==> config.mk <==
export PLATFORM = sky130hd
export DESIGN_NAME = cpu_top
export DESIGN_NICKNAME = d
export VERILOG_FILES = /design/src/cpu_isa_pkg.sv /design/src/cpu_pipe_pkg.sv /design/src/cpu_execute.sv /design/src/cpu_fetch_decode.sv /design/src/cpu_regfile.sv /design/src/cpu_result.sv /design/src/cpu_top.sv
export VERILOG_INCLUDE_DIRS = /design/src
export SDC_FILE = /design/constraint.sdc
export NUM_CORES = 1
export LEC_CHECK = 0
export BUFFER_PORTS_ARGS = -buffer_cell sky130_fd_sc_hd__buf_2
export CAP_MARGIN = 25
export CORE_MARGIN = 8
export CORE_UTILIZATION = 50
export CTS_CLUSTER_DIAMETER = 80
export DETAILED_ROUTE_END_ITERATION = 8
export GPL_TIMING_DRIVEN = 0
export PLACE_DENSITY = 0.67
export SETUP_SLACK_MARGIN = 0.05
export SYNTH_ARGS = -nofsm -noshare
export SYNTH_HDL_FRONTEND = slang
export SYNTH_SLANG_ARGS = --single-unit
==> constraint.sdc <==
create_clock -name clk -period 6.95 [get_ports clk]
set_input_delay 0.3475 -clock clk [delete_from_list [all_inputs] [get_ports clk]]
set_output_delay 0.3475 -clock clk [all_outputs]
set_load 0.03 [all_outputs]
==> src/cpu_defs.svh <==
`ifndef CPU_DEFS_SVH
`define CPU_DEFS_SVH

// Data and instruction word width
`define CPU_XLEN 16

// Register file geometry
`define CPU_REG_W 3
`define CPU_NREGS 8

// Opcode field width, top bits of the instruction
`define CPU_OPC_W 5

// First fetch address after reset
`define CPU_RESET_PC 16'h0000

// Bubble encoding, opcode 00001 with zero operands
`define CPU_NOP_INSTR 16'h0800

`endif

==> src/cpu_isa_pkg.sv <==
package cpu_isa_pkg;

   `include "cpu_defs.svh"

   // Data or address word
   typedef logic [`CPU_XLEN-1:0] word_t;

   // Register number
   typedef logic [`CPU_REG_W-1:0] reg_idx_t;

   // Opcodes, HALT at 0 and NOP at 1
   typedef enum logic [`CPU_OPC_W-1:0] {
      OPC_HALT = 5'b00000,
      OPC_NOP  = 5'b00001,
      OPC_J    = 5'b00100,
      OPC_ADDI = 5'b01000,
      OPC_BEQZ = 5'b01100,
      OPC_BNEZ = 5'b01101,
      OPC_ST   = 5'b10000,
      OPC_LD   = 5'b10001,
      OPC_LI   = 5'b11000,
      OPC_ADD  = 5'b11100,
      OPC_SUB  = 5'b11101,
      OPC_AND  = 5'b11110,
      OPC_XOR  = 5'b11111
   } opcode_e;

   // ALU operations
   typedef enum logic [2:0] {
      ALU_ADD,
      ALU_SUB,
      ALU_AND,
      ALU_XOR,
      ALU_PASS_B
   } alu_op_e;

   // Instruction fields, low two bits unused by register forms
   typedef struct packed {
      opcode_e    opcode;
      reg_idx_t   rd;
      reg_idx_t   rs;
      reg_idx_t   rt;
      logic [1:0] spare;
   } instr_t;

endpackage

==> src/cpu_pipe_pkg.sv <==
package cpu_pipe_pkg;

   // APB master phases
   typedef enum logic [1:0] {
      APB_IDLE,
      APB_SETUP,
      APB_ACCESS
   } apb_state_e;

   // Write-back source
   typedef enum logic {
      RES_ALU,
      RES_LOAD
   } res_sel_e;

endpackage

==> src/cpu_execute.sv <==
module cpu_execute (
   input  logic                  clk,
   input  logic                  arst_n,
   input  logic                  mem_stall,
   input  logic                  halted,
   input  cpu_isa_pkg::opcode_e  id_opcode,
   input  cpu_isa_pkg::reg_idx_t id_rd,
   input  cpu_isa_pkg::word_t    id_imm,
   input  cpu_isa_pkg::word_t    id_pc_inc,
   input  cpu_isa_pkg::word_t    id_op_a,
   input  cpu_isa_pkg::word_t    id_op_b,
   input  cpu_isa_pkg::word_t    id_store_val,
   output cpu_isa_pkg::opcode_e  ex_opcode,
   output cpu_isa_pkg::reg_idx_t ex_rd,
   output logic                  ex_wr_en,
   output logic                  ex_is_load,
   output cpu_isa_pkg::word_t    ex_result,
   output cpu_isa_pkg::word_t    ex_store_val,
   output logic                  branch_taken,
   output cpu_isa_pkg::word_t    branch_target
);

   cpu_isa_pkg::opcode_e  op_q;
   cpu_isa_pkg::reg_idx_t rd_q;
   cpu_isa_pkg::word_t    imm_q;
   cpu_isa_pkg::word_t    pc_inc_q;
   cpu_isa_pkg::word_t    a_q;
   cpu_isa_pkg::word_t    b_q;
   cpu_isa_pkg::word_t    st_q;
   cpu_isa_pkg::alu_op_e  alu_op;
   cpu_isa_pkg::word_t    alu_out;
   logic                  hold;

   assign hold = mem_stall | halted;

   // Opcode is the control part of the decode/execute register
   always_ff @(posedge clk or negedge arst_n) begin
      if (!arst_n) begin
         op_q <= cpu_isa_pkg::OPC_NOP;
      end else if (!hold) begin
         // Own branch squashes the instruction behind it
         op_q <= branch_taken ? cpu_isa_pkg::OPC_NOP : id_opcode;
      end
   end

   // Operands and immediates
   always_ff @(posedge clk) begin
      if (!hold) begin
         rd_q     <= id_rd;
         imm_q    <= id_imm;
         pc_inc_q <= id_pc_inc;
         a_q      <= id_op_a;
         b_q      <= id_op_b;
         st_q     <= id_store_val;
      end
   end

   // ALU operation and register write per opcode
   always_comb begin
      alu_op   = cpu_isa_pkg::ALU_ADD;
      ex_wr_en = 1'b0;
      case (op_q)
         cpu_isa_pkg::OPC_ADD, cpu_isa_pkg::OPC_ADDI, cpu_isa_pkg::OPC_LD: begin
            ex_wr_en = 1'b1;
         end
         cpu_isa_pkg::OPC_SUB: begin
            alu_op   = cpu_isa_pkg::ALU_SUB;
            ex_wr_en = 1'b1;
         end
         cpu_isa_pkg::OPC_AND: begin
            alu_op   = cpu_isa_pkg::ALU_AND;
            ex_wr_en = 1'b1;
         end
         cpu_isa_pkg::OPC_XOR: begin
            alu_op   = cpu_isa_pkg::ALU_XOR;
            ex_wr_en = 1'b1;
         end
         cpu_isa_pkg::OPC_LI: begin
            alu_op   = cpu_isa_pkg::ALU_PASS_B;
            ex_wr_en = 1'b1;
         end
         // ST uses the adder for its address only
         default: begin
         end
      endcase
   end

   always_comb begin
      case (alu_op)
         cpu_isa_pkg::ALU_SUB:    alu_out = a_q - b_q;
         cpu_isa_pkg::ALU_AND:    alu_out = a_q & b_q;
         cpu_isa_pkg::ALU_XOR:    alu_out = a_q ^ b_q;
         cpu_isa_pkg::ALU_PASS_B: alu_out = b_q;
         default:                 alu_out = a_q + b_q;
      endcase
   end

   // Branch test on rd value
   always_comb begin
      case (op_q)
         cpu_isa_pkg::OPC_BEQZ: branch_taken = (st_q == '0);
         cpu_isa_pkg::OPC_BNEZ: branch_taken = (st_q != '0);
         cpu_isa_pkg::OPC_J:    branch_taken = 1'b1;
         default:               branch_taken = 1'b0;
      endcase
   end

   // Offset counts half-words from PC + 2
   assign branch_target = pc_inc_q + {imm_q[$bits(imm_q)-2:0], 1'b0};

   assign ex_opcode    = op_q;
   assign ex_rd        = rd_q;
   assign ex_is_load   = (op_q == cpu_isa_pkg::OPC_LD);
   assign ex_result    = alu_out;
   assign ex_store_val = st_q;

endmodule

==> src/cpu_fetch_decode.sv <==
`include "cpu_defs.svh"

module cpu_fetch_decode (
   input  logic                  clk,
   input  logic                  arst_n,
   output cpu_isa_pkg::word_t    imem_addr,
   input  cpu_isa_pkg::word_t    imem_data,
   input  logic                  branch_taken,
   input  cpu_isa_pkg::word_t    branch_target,
   input  cpu_isa_pkg::reg_idx_t ex_rd,
   input  logic                  ex_wr_en,
   input  logic                  ex_is_load,
   input  cpu_isa_pkg::word_t    ex_result,
   input  logic                  wb_en,
   input  cpu_isa_pkg::reg_idx_t wb_reg,
   input  cpu_isa_pkg::word_t    wb_data,
   input  logic                  mem_stall,
   input  logic                  halted,
   output cpu_isa_pkg::opcode_e  id_opcode,
   output cpu_isa_pkg::reg_idx_t id_rd,
   output cpu_isa_pkg::word_t    id_imm,
   output cpu_isa_pkg::word_t    id_pc_inc,
   output cpu_isa_pkg::word_t    id_op_a,
   output cpu_isa_pkg::word_t    id_op_b,
   output cpu_isa_pkg::word_t    id_store_val
);

   cpu_isa_pkg::word_t    pc;
   cpu_isa_pkg::word_t    pc_inc;
   cpu_isa_pkg::instr_t   ifid_instr;
   cpu_isa_pkg::word_t    ifid_raw;
   cpu_isa_pkg::word_t    ifid_pc_inc;
   cpu_isa_pkg::opcode_e  opcode;
   cpu_isa_pkg::reg_idx_t rs2_sel;
   cpu_isa_pkg::word_t    rf_rd1;
   cpu_isa_pkg::word_t    rf_rd2;
   cpu_isa_pkg::word_t    fwd_a;
   cpu_isa_pkg::word_t    fwd_b;
   cpu_isa_pkg::word_t    imm;
   logic                  r_type;
   logic                  uses_a;
   logic                  uses_b;
   logic                  lu_stall;
   logic                  hold;

   assign imem_addr = pc;
   assign pc_inc    = pc + `CPU_XLEN'd2;

   // Whole front end freezes on a memory wait or after HALT
   assign hold = mem_stall | halted;

   // PC and fetch/decode instruction
   always_ff @(posedge clk or negedge arst_n) begin
      if (!arst_n) begin
         pc         <= `CPU_RESET_PC;
         ifid_instr <= cpu_isa_pkg::instr_t'(`CPU_NOP_INSTR);
      end else if (!hold) begin
         if (branch_taken) begin
            // Squash the instruction being fetched and the one in decode
            pc         <= branch_target;
            ifid_instr <= cpu_isa_pkg::instr_t'(`CPU_NOP_INSTR);
         end else if (!lu_stall) begin
            pc         <= pc_inc;
            ifid_instr <= cpu_isa_pkg::instr_t'(imem_data);
         end
      end
   end

   // Return address travels with the instruction
   always_ff @(posedge clk) begin
      if (!hold && !branch_taken && !lu_stall) begin
         ifid_pc_inc <= pc_inc;
      end
   end

   assign ifid_raw = ifid_instr;
   assign opcode   = ifid_instr.opcode;

   // Immediate select and operand usage per opcode
   always_comb begin
      imm    = '0;
      r_type = 1'b0;
      uses_a = 1'b0;
      uses_b = 1'b0;
      case (opcode)
         cpu_isa_pkg::OPC_ADD, cpu_isa_pkg::OPC_SUB,
         cpu_isa_pkg::OPC_AND, cpu_isa_pkg::OPC_XOR: begin
            r_type = 1'b1;
            uses_a = 1'b1;
            uses_b = 1'b1;
         end
         cpu_isa_pkg::OPC_ADDI, cpu_isa_pkg::OPC_LD: begin
            uses_a = 1'b1;
            imm    = {{(`CPU_XLEN-5){ifid_raw[4]}}, ifid_raw[4:0]};
         end
         cpu_isa_pkg::OPC_ST: begin
            // Base in rs, store data in rd
            uses_a = 1'b1;
            uses_b = 1'b1;
            imm    = {{(`CPU_XLEN-5){ifid_raw[4]}}, ifid_raw[4:0]};
         end
         cpu_isa_pkg::OPC_LI: begin
            imm = {{(`CPU_XLEN-8){1'b0}}, ifid_raw[7:0]};
         end
         cpu_isa_pkg::OPC_BEQZ, cpu_isa_pkg::OPC_BNEZ: begin
            // Tested register is rd
            uses_b = 1'b1;
            imm    = {{(`CPU_XLEN-8){ifid_raw[7]}}, ifid_raw[7:0]};
         end
         cpu_isa_pkg::OPC_J: begin
            imm = {{(`CPU_XLEN-11){ifid_raw[10]}}, ifid_raw[10:0]};
         end
         default: begin
         end
      endcase
   end

   // Second read port: rt for register forms, rd otherwise
   assign rs2_sel = r_type ? ifid_instr.rt : ifid_instr.rd;

   cpu_regfile u_regfile (
      .clk      (clk),
      .arst_n   (arst_n),
      .rs1_sel  (ifid_instr.rs),
      .rs2_sel  (rs2_sel),
      .wr_sel   (wb_reg),
      .wr_en    (wb_en),
      .wr_data  (wb_data),
      .rs1_data (rf_rd1),
      .rs2_data (rf_rd2)
   );

   // Youngest producer wins: execute, then write-back, then file
   assign fwd_a = (ex_wr_en && ex_rd == ifid_instr.rs) ? ex_result :
                  (wb_en && wb_reg == ifid_instr.rs)   ? wb_data   :
                  rf_rd1;
   assign fwd_b = (ex_wr_en && ex_rd == rs2_sel) ? ex_result :
                  (wb_en && wb_reg == rs2_sel)   ? wb_data   :
                  rf_rd2;

   // Load result not ready until result stage
   assign lu_stall = ex_is_load &&
                     ((uses_a && ex_rd == ifid_instr.rs) || (uses_b && ex_rd == rs2_sel));

   // Bubble goes down while decode holds
   assign id_opcode    = lu_stall ? cpu_isa_pkg::OPC_NOP : opcode;
   assign id_rd        = ifid_instr.rd;
   assign id_imm       = imm;
   assign id_pc_inc    = ifid_pc_inc;
   assign id_op_a      = fwd_a;
   assign id_op_b      = r_type ? fwd_b : imm;
   assign id_store_val = fwd_b;

endmodule

==> src/cpu_regfile.sv <==
`include "cpu_defs.svh"

module cpu_regfile (
   input  logic                  clk,
   input  logic                  arst_n,
   input  cpu_isa_pkg::reg_idx_t rs1_sel,
   input  cpu_isa_pkg::reg_idx_t rs2_sel,
   input  cpu_isa_pkg::reg_idx_t wr_sel,
   input  logic                  wr_en,
   input  cpu_isa_pkg::word_t    wr_data,
   output cpu_isa_pkg::word_t    rs1_data,
   output cpu_isa_pkg::word_t    rs2_data
);

   cpu_isa_pkg::word_t regs [`CPU_NREGS];

   // Single write port, registers start at zero
   always_ff @(posedge clk or negedge arst_n) begin
      if (!arst_n) begin
         for (int i = 0; i < `CPU_NREGS; i++) begin
            regs[i] <= '0;
         end
      end else if (wr_en) begin
         regs[wr_sel] <= wr_data;
      end
   end

   // Reads see the old value during a same-cycle write
   assign rs1_data = regs[rs1_sel];
   assign rs2_data = regs[rs2_sel];

endmodule

==> src/cpu_result.sv <==
module cpu_result (
   input  logic                  clk,
   input  logic                  arst_n,
   input  cpu_isa_pkg::opcode_e  ex_opcode,
   input  cpu_isa_pkg::reg_idx_t ex_rd,
   input  logic                  ex_wr_en,
   input  cpu_isa_pkg::word_t    ex_result,
   input  cpu_isa_pkg::word_t    ex_store_val,
   output logic                  psel,
   output logic                  penable,
   output logic                  pwrite,
   output cpu_isa_pkg::word_t    paddr,
   output cpu_isa_pkg::word_t    pwdata,
   input  cpu_isa_pkg::word_t    prdata,
   input  logic                  pready,
   output logic                  mem_stall,
   output logic                  halted,
   output logic                  wb_en,
   output cpu_isa_pkg::reg_idx_t wb_reg,
   output cpu_isa_pkg::word_t    wb_data
);

   cpu_isa_pkg::opcode_e     res_opcode;
   logic                     res_wr_en;
   cpu_isa_pkg::reg_idx_t    res_rd;
   cpu_isa_pkg::word_t       res_result;
   cpu_isa_pkg::word_t       res_store_val;
   cpu_pipe_pkg::apb_state_e state;
   cpu_pipe_pkg::res_sel_e   res_sel;
   logic                     advance;
   logic                     ex_is_mem;

   assign ex_is_mem = (ex_opcode == cpu_isa_pkg::OPC_LD) ||
                      (ex_opcode == cpu_isa_pkg::OPC_ST);

   // Held through a transfer and frozen once halted
   assign advance = !mem_stall && !halted;

   always_ff @(posedge clk or negedge arst_n) begin
      if (!arst_n) begin
         res_opcode <= cpu_isa_pkg::OPC_NOP;
         res_wr_en  <= 1'b0;
      end else if (advance) begin
         res_opcode <= ex_opcode;
         res_wr_en  <= ex_wr_en;
      end
   end

   // Address, store data and destination
   always_ff @(posedge clk) begin
      if (advance) begin
         res_rd        <= ex_rd;
         res_result    <= ex_result;
         res_store_val <= ex_store_val;
      end
   end

   // SETUP is entered together with the LD or ST
   always_ff @(posedge clk or negedge arst_n) begin
      if (!arst_n) begin
         state <= cpu_pipe_pkg::APB_IDLE;
      end else begin
         case (state)
            cpu_pipe_pkg::APB_SETUP: begin
               state <= cpu_pipe_pkg::APB_ACCESS;
            end
            cpu_pipe_pkg::APB_ACCESS: begin
               if (pready) begin
                  // Back-to-back access goes straight to the next SETUP
                  state <= ex_is_mem ? cpu_pipe_pkg::APB_SETUP : cpu_pipe_pkg::APB_IDLE;
               end
            end
            default: begin
               if (advance && ex_is_mem) begin
                  state <= cpu_pipe_pkg::APB_SETUP;
               end
            end
         endcase
      end
   end

   assign psel    = (state != cpu_pipe_pkg::APB_IDLE);
   assign penable = (state == cpu_pipe_pkg::APB_ACCESS);
   assign pwrite  = (res_opcode == cpu_isa_pkg::OPC_ST);
   assign paddr   = res_result;
   assign pwdata  = res_store_val;

   // Earlier stages wait from SETUP until the slave is ready
   assign mem_stall = (state == cpu_pipe_pkg::APB_SETUP) ||
                      (state == cpu_pipe_pkg::APB_ACCESS && !pready);

   // Stays high until reset since the result register freezes on HALT
   assign halted = (res_opcode == cpu_isa_pkg::OPC_HALT);

   // Load data arrives with pready
   assign res_sel = (res_opcode == cpu_isa_pkg::OPC_LD) ? cpu_pipe_pkg::RES_LOAD :
                                                          cpu_pipe_pkg::RES_ALU;
   assign wb_data = (res_sel == cpu_pipe_pkg::RES_LOAD) ? prdata : res_result;
   assign wb_en   = res_wr_en && !mem_stall;
   assign wb_reg  = res_rd;

endmodule

==> src/cpu_top.sv <==
module cpu_top (
   input  logic               clk,
   input  logic               arst_n,
   output cpu_isa_pkg::word_t imem_addr,
   input  cpu_isa_pkg::word_t imem_data,
   output logic               psel,
   output logic               penable,
   output logic               pwrite,
   output cpu_isa_pkg::word_t paddr,
   output cpu_isa_pkg::word_t pwdata,
   input  cpu_isa_pkg::word_t prdata,
   input  logic               pready,
   output logic               halted
);

   // Decode to execute
   cpu_isa_pkg::opcode_e  id_opcode;
   cpu_isa_pkg::reg_idx_t id_rd;
   cpu_isa_pkg::word_t    id_imm;
   cpu_isa_pkg::word_t    id_pc_inc;
   cpu_isa_pkg::word_t    id_op_a;
   cpu_isa_pkg::word_t    id_op_b;
   cpu_isa_pkg::word_t    id_store_val;

   // Execute to result, also forwarding and branch redirect
   cpu_isa_pkg::opcode_e  ex_opcode;
   cpu_isa_pkg::reg_idx_t ex_rd;
   logic                  ex_wr_en;
   logic                  ex_is_load;
   cpu_isa_pkg::word_t    ex_result;
   cpu_isa_pkg::word_t    ex_store_val;
   logic                  branch_taken;
   cpu_isa_pkg::word_t    branch_target;

   // Write-back and stall
   logic                  wb_en;
   cpu_isa_pkg::reg_idx_t wb_reg;
   cpu_isa_pkg::word_t    wb_data;
   logic                  mem_stall;

   cpu_fetch_decode u_fetch_decode (
      .clk           (clk),
      .arst_n        (arst_n),
      .imem_addr     (imem_addr),
      .imem_data     (imem_data),
      .branch_taken  (branch_taken),
      .branch_target (branch_target),
      .ex_rd         (ex_rd),
      .ex_wr_en      (ex_wr_en),
      .ex_is_load    (ex_is_load),
      .ex_result     (ex_result),
      .wb_en         (wb_en),
      .wb_reg        (wb_reg),
      .wb_data       (wb_data),
      .mem_stall     (mem_stall),
      .halted        (halted),
      .id_opcode     (id_opcode),
      .id_rd         (id_rd),
      .id_imm        (id_imm),
      .id_pc_inc     (id_pc_inc),
      .id_op_a       (id_op_a),
      .id_op_b       (id_op_b),
      .id_store_val  (id_store_val)
   );

   cpu_execute u_execute (
      .clk           (clk),
      .arst_n        (arst_n),
      .mem_stall     (mem_stall),
      .halted        (halted),
      .id_opcode     (id_opcode),
      .id_rd         (id_rd),
      .id_imm        (id_imm),
      .id_pc_inc     (id_pc_inc),
      .id_op_a       (id_op_a),
      .id_op_b       (id_op_b),
      .id_store_val  (id_store_val),
      .ex_opcode     (ex_opcode),
      .ex_rd         (ex_rd),
      .ex_wr_en      (ex_wr_en),
      .ex_is_load    (ex_is_load),
      .ex_result     (ex_result),
      .ex_store_val  (ex_store_val),
      .branch_taken  (branch_taken),
      .branch_target (branch_target)
   );

   cpu_result u_result (
      .clk          (clk),
      .arst_n       (arst_n),
      .ex_opcode    (ex_opcode),
      .ex_rd        (ex_rd),
      .ex_wr_en     (ex_wr_en),
      .ex_result    (ex_result),
      .ex_store_val (ex_store_val),
      .psel         (psel),
      .penable      (penable),
      .pwrite       (pwrite),
      .paddr        (paddr),
      .pwdata       (pwdata),
      .prdata       (prdata),
      .pready       (pready),
      .mem_stall    (mem_stall),
      .halted       (halted),
      .wb_en        (wb_en),
      .wb_reg       (wb_reg),
      .wb_data      (wb_data)
   );

endmodule

==> flow_summary_export.csv, run 1 <==
group,metric,value,unit
run_status,status,"completed",
critical_path,r2r_start,"u_execute.ex_opcode[0]$_DFFE_PN1P_",
cells_and_area,drive_gt1_share,16.2,%
cells_and_area,diodes,0,
power_and_ir_drop,p_per_area,203,nW/um^2
critical_path,timing.rr.end,"u_execute.ex_store_val[14]$_DFFE_PP_",
cells_and_area,multi_input_area,7670,um^2
drt,drtIter0Drc,1137,
cts,clkLatencyLatePin,0.52,ns
placement,hpwl,34700,um
synth,synth_area_leaders,"dfrtp_1 (26%), edfxtp_1 (24%), mux4_2 (7.3%)",
synth,synth_edf_count,129,
cts,path_clk_slew,0.06,ns
placement,place_congestion,0.944,
power_and_ir_drop,ir_drop,0.195,mV
floorplanning,core_area,32500,um^2
timing,tns,0,ns
min_path,whs_path_depth,3,
cts,cts.sinks,302,
synth,syn-num-nets,1591,
critical_path,crit_type,"reg2reg",
min_path,hold_path.class,"in2reg",
global_routing,grt_first_pass_wirelength,73100,um
drt,final_antenna_net_count,0,
synth,ys_top_cells_by_count,"dfrtp_1 (170), a21oi_1 (160), nor2_1 (154)",
drt,wl_per_cell,22.2,um
timing,slew_headroom,24.9,%
floorplanning,die_width,197,um
synth,ys.flop_type,"dfrtp_1",
drt,wirelength,46700,um
critical_path,startpoint_type,"flip-flop",
drt,met1_length,19300,um
critical_path,end_kind,"flip-flop",
synth,synth_top_cell_area_share,25.9,%
min_path,holdCritStartpoint,"imem_data[0]",
synth,synth.distinct_cells,72,
global_routing,grt_max_degree,120,
cells_and_area,fin_nets,1722,
global_routing,grt.total_usage,24.1,%
global_routing,antenna_found_initial,0,
timing,hold_ws,0.0583,ns
cells_and_area,fillCellCount,2761,
cts,cts_made_buffers,34,
synth,synth_area_leader_cell,"dfrtp_1",
timing,hold_viol_final,0,
critical_path,reg2reg_setup_slack,1.61,ns
floorplanning,rows,66,
drt,top_layer,"met4",
timing,period_minus_slack,5.34,ns
timing,finalSetupViolCount,0,
cts,htreeDepth,2,
cells_and_area,largest_reg_flops,128,
cells_and_area,seqCellArea,8210,um^2
cells_and_area,syn2layout_area_growth,14.1,%
cts,cts_root_buf,"clkbuf_16",
power_and_ir_drop,p_leak,7.97,nW
timing,max_freq,187,MHz
synth,ys_ff_latch,302,
drt,drc_errors,0,
timing,slew_violations,0,
floorplanning,start_util,50.6,%
flow_run,drv_cap,0,
drt,dr_total_vias,12700,
synth,netlist_area,16400,um^2
cts,cts_buffer_depth,3,
synth,yosysMostFrequentCell,"dfrtp_1",
synth,synth.avg_cell_area,10.9,um^2
synth,ys_seq_area_share,50.0,%
drt,first_pass_iters,6,
min_path,hold_end,"u_fetch_decode.ifid_instr[0]$_DFFE_PN0P_",
critical_path,crit_required,7.14,ns
drt,dr_wl_met2,22200,um
drt,vias_per_cell,6.04,
floorplanning,dieHeight,197,um
synth,asyncSetResetFlopFracSynth,57.3,%
global_routing,grt_pass1_vias,12500,
synth,yosysWarningCount,0,
cts,cts_tree,"done",
timing,worst_pin_slew,1.09,ns
drt,dr_wl_met3,3510,um
critical_path,r2r.worst_path.cells,14,
placement,io_buffers,86,
synth,synthCells,1507,
floorplanning,pin_count,87,
timing,min_period_over_period,76.8,%
timing,clock-skew-final,0.0190,ns
floorplanning,dieArea,38900,um^2
critical_path,crit_arrival,5.53,ns
timing,rsz0062_at_grt,"no",
critical_path,cp_max_fo,10,
cells_and_area,top_register,"u_fetch_decode.u_regfile.regs",
global_routing,overflow,0,
-- how the worst max path moves through the flow --
stage                                                   from                              endpoint  slack [ns]
final                     u_execute.ex_opcode[0]$_DFFE_PN1P_  u_execute.ex_store_val[14]$_DFFE_PP_        1.61
after global routing      u_execute.ex_opcode[0]$_DFFE_PN1P_  u_execute.ex_store_val[14]$_DFFE_PP_        1.23
after CTS                 u_execute.ex_opcode[0]$_DFFE_PN1P_  u_execute.ex_store_val[14]$_DFFE_PP_        1.67
after detailed placement  u_execute.ex_opcode[0]$_DFFE_PN1P_  u_execute.ex_store_val[14]$_DFFE_PP_        1.72
after global placement    u_execute.ex_opcode[0]$_DFFE_PN1P_  u_execute.ex_store_val[14]$_DFFE_PP_        1.68
after floorplan           u_execute.ex_opcode[0]$_DFFE_PN1P_           u_execute.a_q[12]$_DFFE_PP_        2.91
-- per-layer routing --
layer  vias to the layer above  global-route usage, %
li1                       5798                      -
met1                      6290                   31.9
met2                       514                   38.7
met3                       108                   5.08
met4                         0                   8.72
met5                         -                      0
-- placed cells by master (no fill, tap or decap), types with 16 or more instances in the layout --
| cell type | count |
|---|---|
| a21oi_1 | 160 |
| nand2_1 | 147 |
| nand3_1 | 35 |
| nor2_1 | 154 |
| inv_1 | 32 |
| mux4_2 | 53 |
| mux2_2 | 31 |
| clkbuf_1 | 68 |
| xnor2_1 | 33 |
| xor2_1 | 28 |
| nor2b_1 | 16 |
| dfrtp_1 | 170 |
| ha_1 | 47 |
| mux2i_1 | 61 |
| edfxtp_1 | 129 |
| o21ai_0 | 102 |
| buf_2 | 94 |
| clkbuf_16 | 35 |
-- timing repair --
action | in CTS | in global routing
endpoints found under the hold margin | 53 | 0
resized for setup | 0 | 0
setup endpoints to repair | 0 | 0
hold buffers | 1 | 0
buffers inserted | 0 | 0
-- power breakdown --
part | total, mW | leakage, nW | switching (mW) | internal, mW
Clock | 1.92 | 0.586 | 0.738 | 1.18
Combinational | 0.0338 | 3.81 | 0.0243 | 0.00949
Sequential | 1.85 | 3.57 | 0.0000000000000000528 | 1.85
-- critical path, stage by stage, from the launching register on --
cell	delay, ns
dfstp_2	0.51
clkbuf_1	0.32
buf_1	0.56
nor3b_1	0.71
nor2_1	0.13
xnor2_1	0.16
ha_1	0.33
nor2b_1	0.16
o31a_1	0.27
o31a_1	0.30
o31ai_1	0.25
a211oi_1	0.13
or3_1	0.35
a31oi_1	0.51
o21ai_0	0.30
-- final cells by class --
cell class / count / area share (%)
Inverter: 33 / 0.675
Buffer: 95 / 2.28
Clock buffer: 44 / 4.96
Sequential cell: 302 / 43.8
Multi-Input combinational cell: 1077 / 41.0
Clock inverter: 18 / 1.38
Timing Repair Buffer: 95 / 2.98
Tap cell: 442 / 2.95
-- through the flow --
step | util, % | instance area (um^2) | total power, mW | instances | setup slack (ns)
after floorplan | - | 16400 | 1.89 | 1507 | 2.91
after detailed placement | 53.9 | 17500 | 1.92 | 2040 | 1.72
final | 57.7 | 18700 | 3.80 | 2106 | 1.61
after global placement | 53.6 | 17400 | 1.92 | 2035 | 1.68
after CTS | 57.6 | 18700 | 3.82 | 2103 | 1.67
after global routing | 57.7 | 18700 | 3.90 | 2106 | 1.23
-- kinds of logic (layout without fill, tap and decap cells) --
group,after synthesis,in the layout,share of synthesized area (%)
xor gates and xnor gates,61,61,3.25
DFF,302,302,50.0
AOI/OAI and AO/OA,384,384,13.9
buffers and inverters,128,285,3.36
and+or+nand+nor,431,431,11.8
adders and majority gates,49,49,3.83
muxes,152,152,13.9
Power figures use the tool's default switching activity.
==> run 2, diff against run 1 <==
--- a/config.mk
+++ b/config.mk
@@ -6,6 +6,7 @@
 export SDC_FILE = /design/constraint.sdc
 export NUM_CORES = 1
 export LEC_CHECK = 0
+export ABC_AREA = 1
 export BUFFER_PORTS_ARGS = -buffer_cell sky130_fd_sc_hd__buf_2
 export CAP_MARGIN = 25
 export CORE_MARGIN = 8
@@ -13,7 +14,7 @@
 export CTS_CLUSTER_DIAMETER = 80
 export DETAILED_ROUTE_END_ITERATION = 8
 export GPL_TIMING_DRIVEN = 0
-export PLACE_DENSITY = 0.67
+export PLACE_DENSITY = 0.7
 export SETUP_SLACK_MARGIN = 0.05
 export SYNTH_ARGS = -nofsm -noshare
 export SYNTH_HDL_FRONTEND = slang
==> constraint.sdc (replaced) <==
create_clock -name clk -period 4.85 [get_ports clk]
set_input_delay 0.2425 -clock clk [delete_from_list [all_inputs] [get_ports clk]]
set_output_delay 0.2425 -clock clk [all_outputs]
set_load 0.03 [all_outputs]
==> run 2 against run 1 <==
  * Non-clock buffer count up 12
  * Worst hold slack worse by 0.052 ns
  * Area after synthesis increased by 6.8%
  * Critical path type unchanged
  * Critical endpoint is now u_execute.b_q[7]$_DFFE_PP_
  * Largest cell class unchanged
==> flow_summary_export.csv, run 2 <==
group,metric,value,unit
floorplanning,dieHeight,203,um
power_and_ir_drop,ir_drop,0.265,mV
drt,drc_errors,0,
global_routing,overflow,0,
synth,synth_edf_count,129,
synth,ys_ff_latch,302,
drt,first_pass_iters,8,
synth,synth_area_leader_cell,"dfrtp_1",
power_and_ir_drop,p_int,4.43,mW
timing,max_freq,266,MHz
critical_path,crit_arrival,4.16,ns
synth,asyncSetResetFlopFracSynth,57.3,%
min_path,holdCritStartpoint,"imem_data[11]",
power_and_ir_drop,design_power_total,5.91,mW
global_routing,antenna_found_initial,0,
power_and_ir_drop,clock_power_share,46.1,%
critical_path,crit_required,5.25,ns
synth,synthCells,2288,
synth,syn-num-nets,2372,
synth,ys_top_cells_by_count,"nand2_1 (660), inv_1 (273), o21ai_0 (246)",
cells_and_area,diodes,0,
global_routing,grt_first_pass_wirelength,94600,um
cells_and_area,fillCellCount,3266,
power_and_ir_drop,p_per_area,296,nW/um^2
floorplanning,rows,68,
floorplanning,pin_count,87,
cells_and_area,top_register,"u_fetch_decode.u_regfile.regs",
placement,io_buffers,86,
synth,yosysMostFrequentCell,"nand2_1",
flow_run,drv_cap,0,
synth,ys.flop_type,"dfrtp_1",
timing,clock-skew-final,0.0144,ns
synth,synth_top_cell_area_share,24.3,%
critical_path,r2r.worst_path.cells,20,
min_path,whs_path_depth,3,
drt,vias_per_cell,5.79,
cells_and_area,fin_nets,2513,
power_and_ir_drop,p_sw_share,25.1,%
global_routing,grt_max_degree,115,
timing,min_period_over_period,77.6,%
cells_and_area,final_common_cell,"nand2_1",
synth,yosysWarningCount,0,
cells_and_area,largest_reg_flops,128,
run_status,status,"completed",
drt,wirelength,62200,um
global_routing,grt.total_usage,29.7,%
placement,hpwl,44500,um
power_and_ir_drop,sequentialPowerShare,45.5,%
cts,htreeDepth,2,
cells_and_area,seqCellArea,8210,um^2
cts,clkLatencyLatePin,0.54,ns
synth,synth_area_leaders,"dfrtp_1 (24%), edfxtp_1 (22%), nand2_1 (14%)",
global_routing,grt_pass1_vias,16200,
timing,finalSetupViolCount,0,
drt,wl_per_cell,21.4,um
timing,hold_viol_final,0,
timing,worst_pin_slew,1.02,ns
cells_and_area,drive_gt1_share,8.64,%
floorplanning,core_area,34500,um^2
floorplanning,dieArea,41300,um^2
floorplanning,start_util,50.8,%
timing,slew_violations,0,
drt,drtIter0Drc,1917,
cts,post_cts_buffers,0,
cts,cts_buffer_depth,3,
cells_and_area,multi_input_area,7840,um^2
placement,place_congestion,0.993,
critical_path,r2r_start,"u_execute.ex_opcode[0]$_DFFE_PN1P_",
power_and_ir_drop,switchingPower,1.48,mW
cts,cts.sinks,302,
cts,cts_made_buffers,35,
critical_path,cp_max_fo,10,
drt,dr_total_vias,16900,
cells_and_area,final_cell_mix,"nand2_1 (660), inv_1 (273), o21ai_0 (246), nand3_1 (203), dfrtp_1 (170)",
placement,placed_cell_area,18600,um^2
power_and_ir_drop,pwr-share-comb,8.3,%
timing,period_minus_slack,3.76,ns
power_and_ir_drop,p_leak,9.14,nW
critical_path,crit_start,"u_execute.ex_opcode[0]$_DFFE_PN1P_",
floorplanning,die_width,203,um
synth,synth.distinct_cells,44,
synth,ys_seq_area_share,46.8,%
min_path,hold_path.class,"in2reg",
timing,slew_headroom,31.9,%
timing,rsz0062_at_grt,"no",
synth,synth.avg_cell_area,7.66,um^2
cts,cts_root_buf,"clkbuf_16",
cells_and_area,syn2layout_area_growth,13.7,%
drt,final_antenna_net_count,0,
critical_path,startpoint_type,"flip-flop",
cells_and_area,final_area,19900,um^2
cts,path_clk_slew,0.07,ns
synth,netlist_area,17500,um^2
cts,cts_tree,"done",
critical_path,crit_type,"reg2reg",
critical_path,end_kind,"flip-flop",
cts,ctsResizeCount,0,
[run 2: cell types whose count changed after synthesis, sizes merged, moves of 19 or more]
cell and change:
nand3 +168, nand2 +524, mux2i -64, mux2 -33, mux4 -55, xnor2 -19
nor2 -21, a21oi -22, inv +245, o21ai +155
[run 2: kinds of logic (layout without fill, tap and decap cells)]
logic type	after synthesis	count (layout)	share of synthesized area [%]
fa+ha+maj	49	49	3.58
compound gates	438	438	13.1
flops	302	302	46.8
xor+xnor	44	44	2.20
simple gates	1076	1076	25.9
buf+inv	379	546	8.51
[run 2: per-layer routing]
layer	up-vias	track usage, %	wire, um
li1	7765	-	-
met1	7952	37.9	24600
met2	911	46.2	27600
met3	231	6.52	6110
met4	0	16.9	3950
met5	-	0	0
[run 2: worst paths after layout]
path,end,slack [ns]
worst max register to register,u_execute.b_q[7]$_DFFE_PP_,1.09
worst min-delay path,u_fetch_decode.opcode[0]$_DFFE_PN1P_,0.006
worst min register to register,u_execute.pc_inc_q[7]$_DFFE_PP_,0.42
max in group asynchronous,u_fetch_decode.u_regfile.regs[17]$_DFFE_PN0P_,3.63
min in group asynchronous,u_fetch_decode.u_regfile.regs[13]$_DFFE_PN0P_,0.23
worst max-delay path,u_execute.b_q[7]$_DFFE_PP_,1.09
[run 2: area by class of cell]
type | instances | area share [%]
buffer | 98 | 2.21
clock buffer | 45 | 4.78
clock inverter | 18 | 1.09
inverter | 281 | 5.29
multi-input combinational | 1607 | 39.3
sequential | 302 | 41.2
tap | 455 | 2.86
timing repair buffer | 104 | 3.29
[run 2: per-stage QoR]
| step | hold slack [ns] | instances | setup TNS, ns | worst slack, ns | util (%) |
|---|---|---|---|---|---|
| final | 0.00643 | 2910 | 0 | 1.09 | 57.7 |
| after floorplan | -0.0531 | 2288 | 0 | 0.0501 | - |
| after global routing | 0.0602 | 2910 | 0 | 0.718 | 57.7 |
| after detailed placement | 0.208 | 2831 | 0 | 1.09 | 53.9 |
| after CTS | 0.00494 | 2910 | 0 | 1.04 | 57.7 |
| after global placement | 0.405 | 2829 | -141.82 | -1.25 | 53.7 |
[run 2: power by group through the flow]
stage	Combinational [mW]	Clock, mW	Sequential, mW
final	0.493	2.73	2.69
after CTS	0.472	2.75	2.69
after global placement	0.454	0	2.74
after floorplan	0.254	0	2.74
after global routing	0.524	2.85	2.69
after detailed placement	0.461	0	2.74
[run 2: repair_timing]
item | CTS | global route
hold endpoints to repair | 73 | 0
endpoints found under the setup margin | 0 | 0
hold buffers | 16 | 0
[run 2: worst max-delay path, stage by stage, from the launching register on]
cell      delay, ns
dfstp_2        0.55
inv_1          0.10
nor3_1         0.27
nand2_1        0.18
clkbuf_1       0.26
inv_1          0.21
o21ai_0        0.13
xor2_1         0.16
ha_1           0.35
nand2_1        0.08
nor2_1         0.13
nand3_1        0.12
nand2_1        0.15
nand2_1        0.06
nand2_1        0.05
inv_1          0.04
o21ai_0        0.36
inv_1          0.13
nand2_1        0.11
nand3_1        0.10
nand2_1        0.08
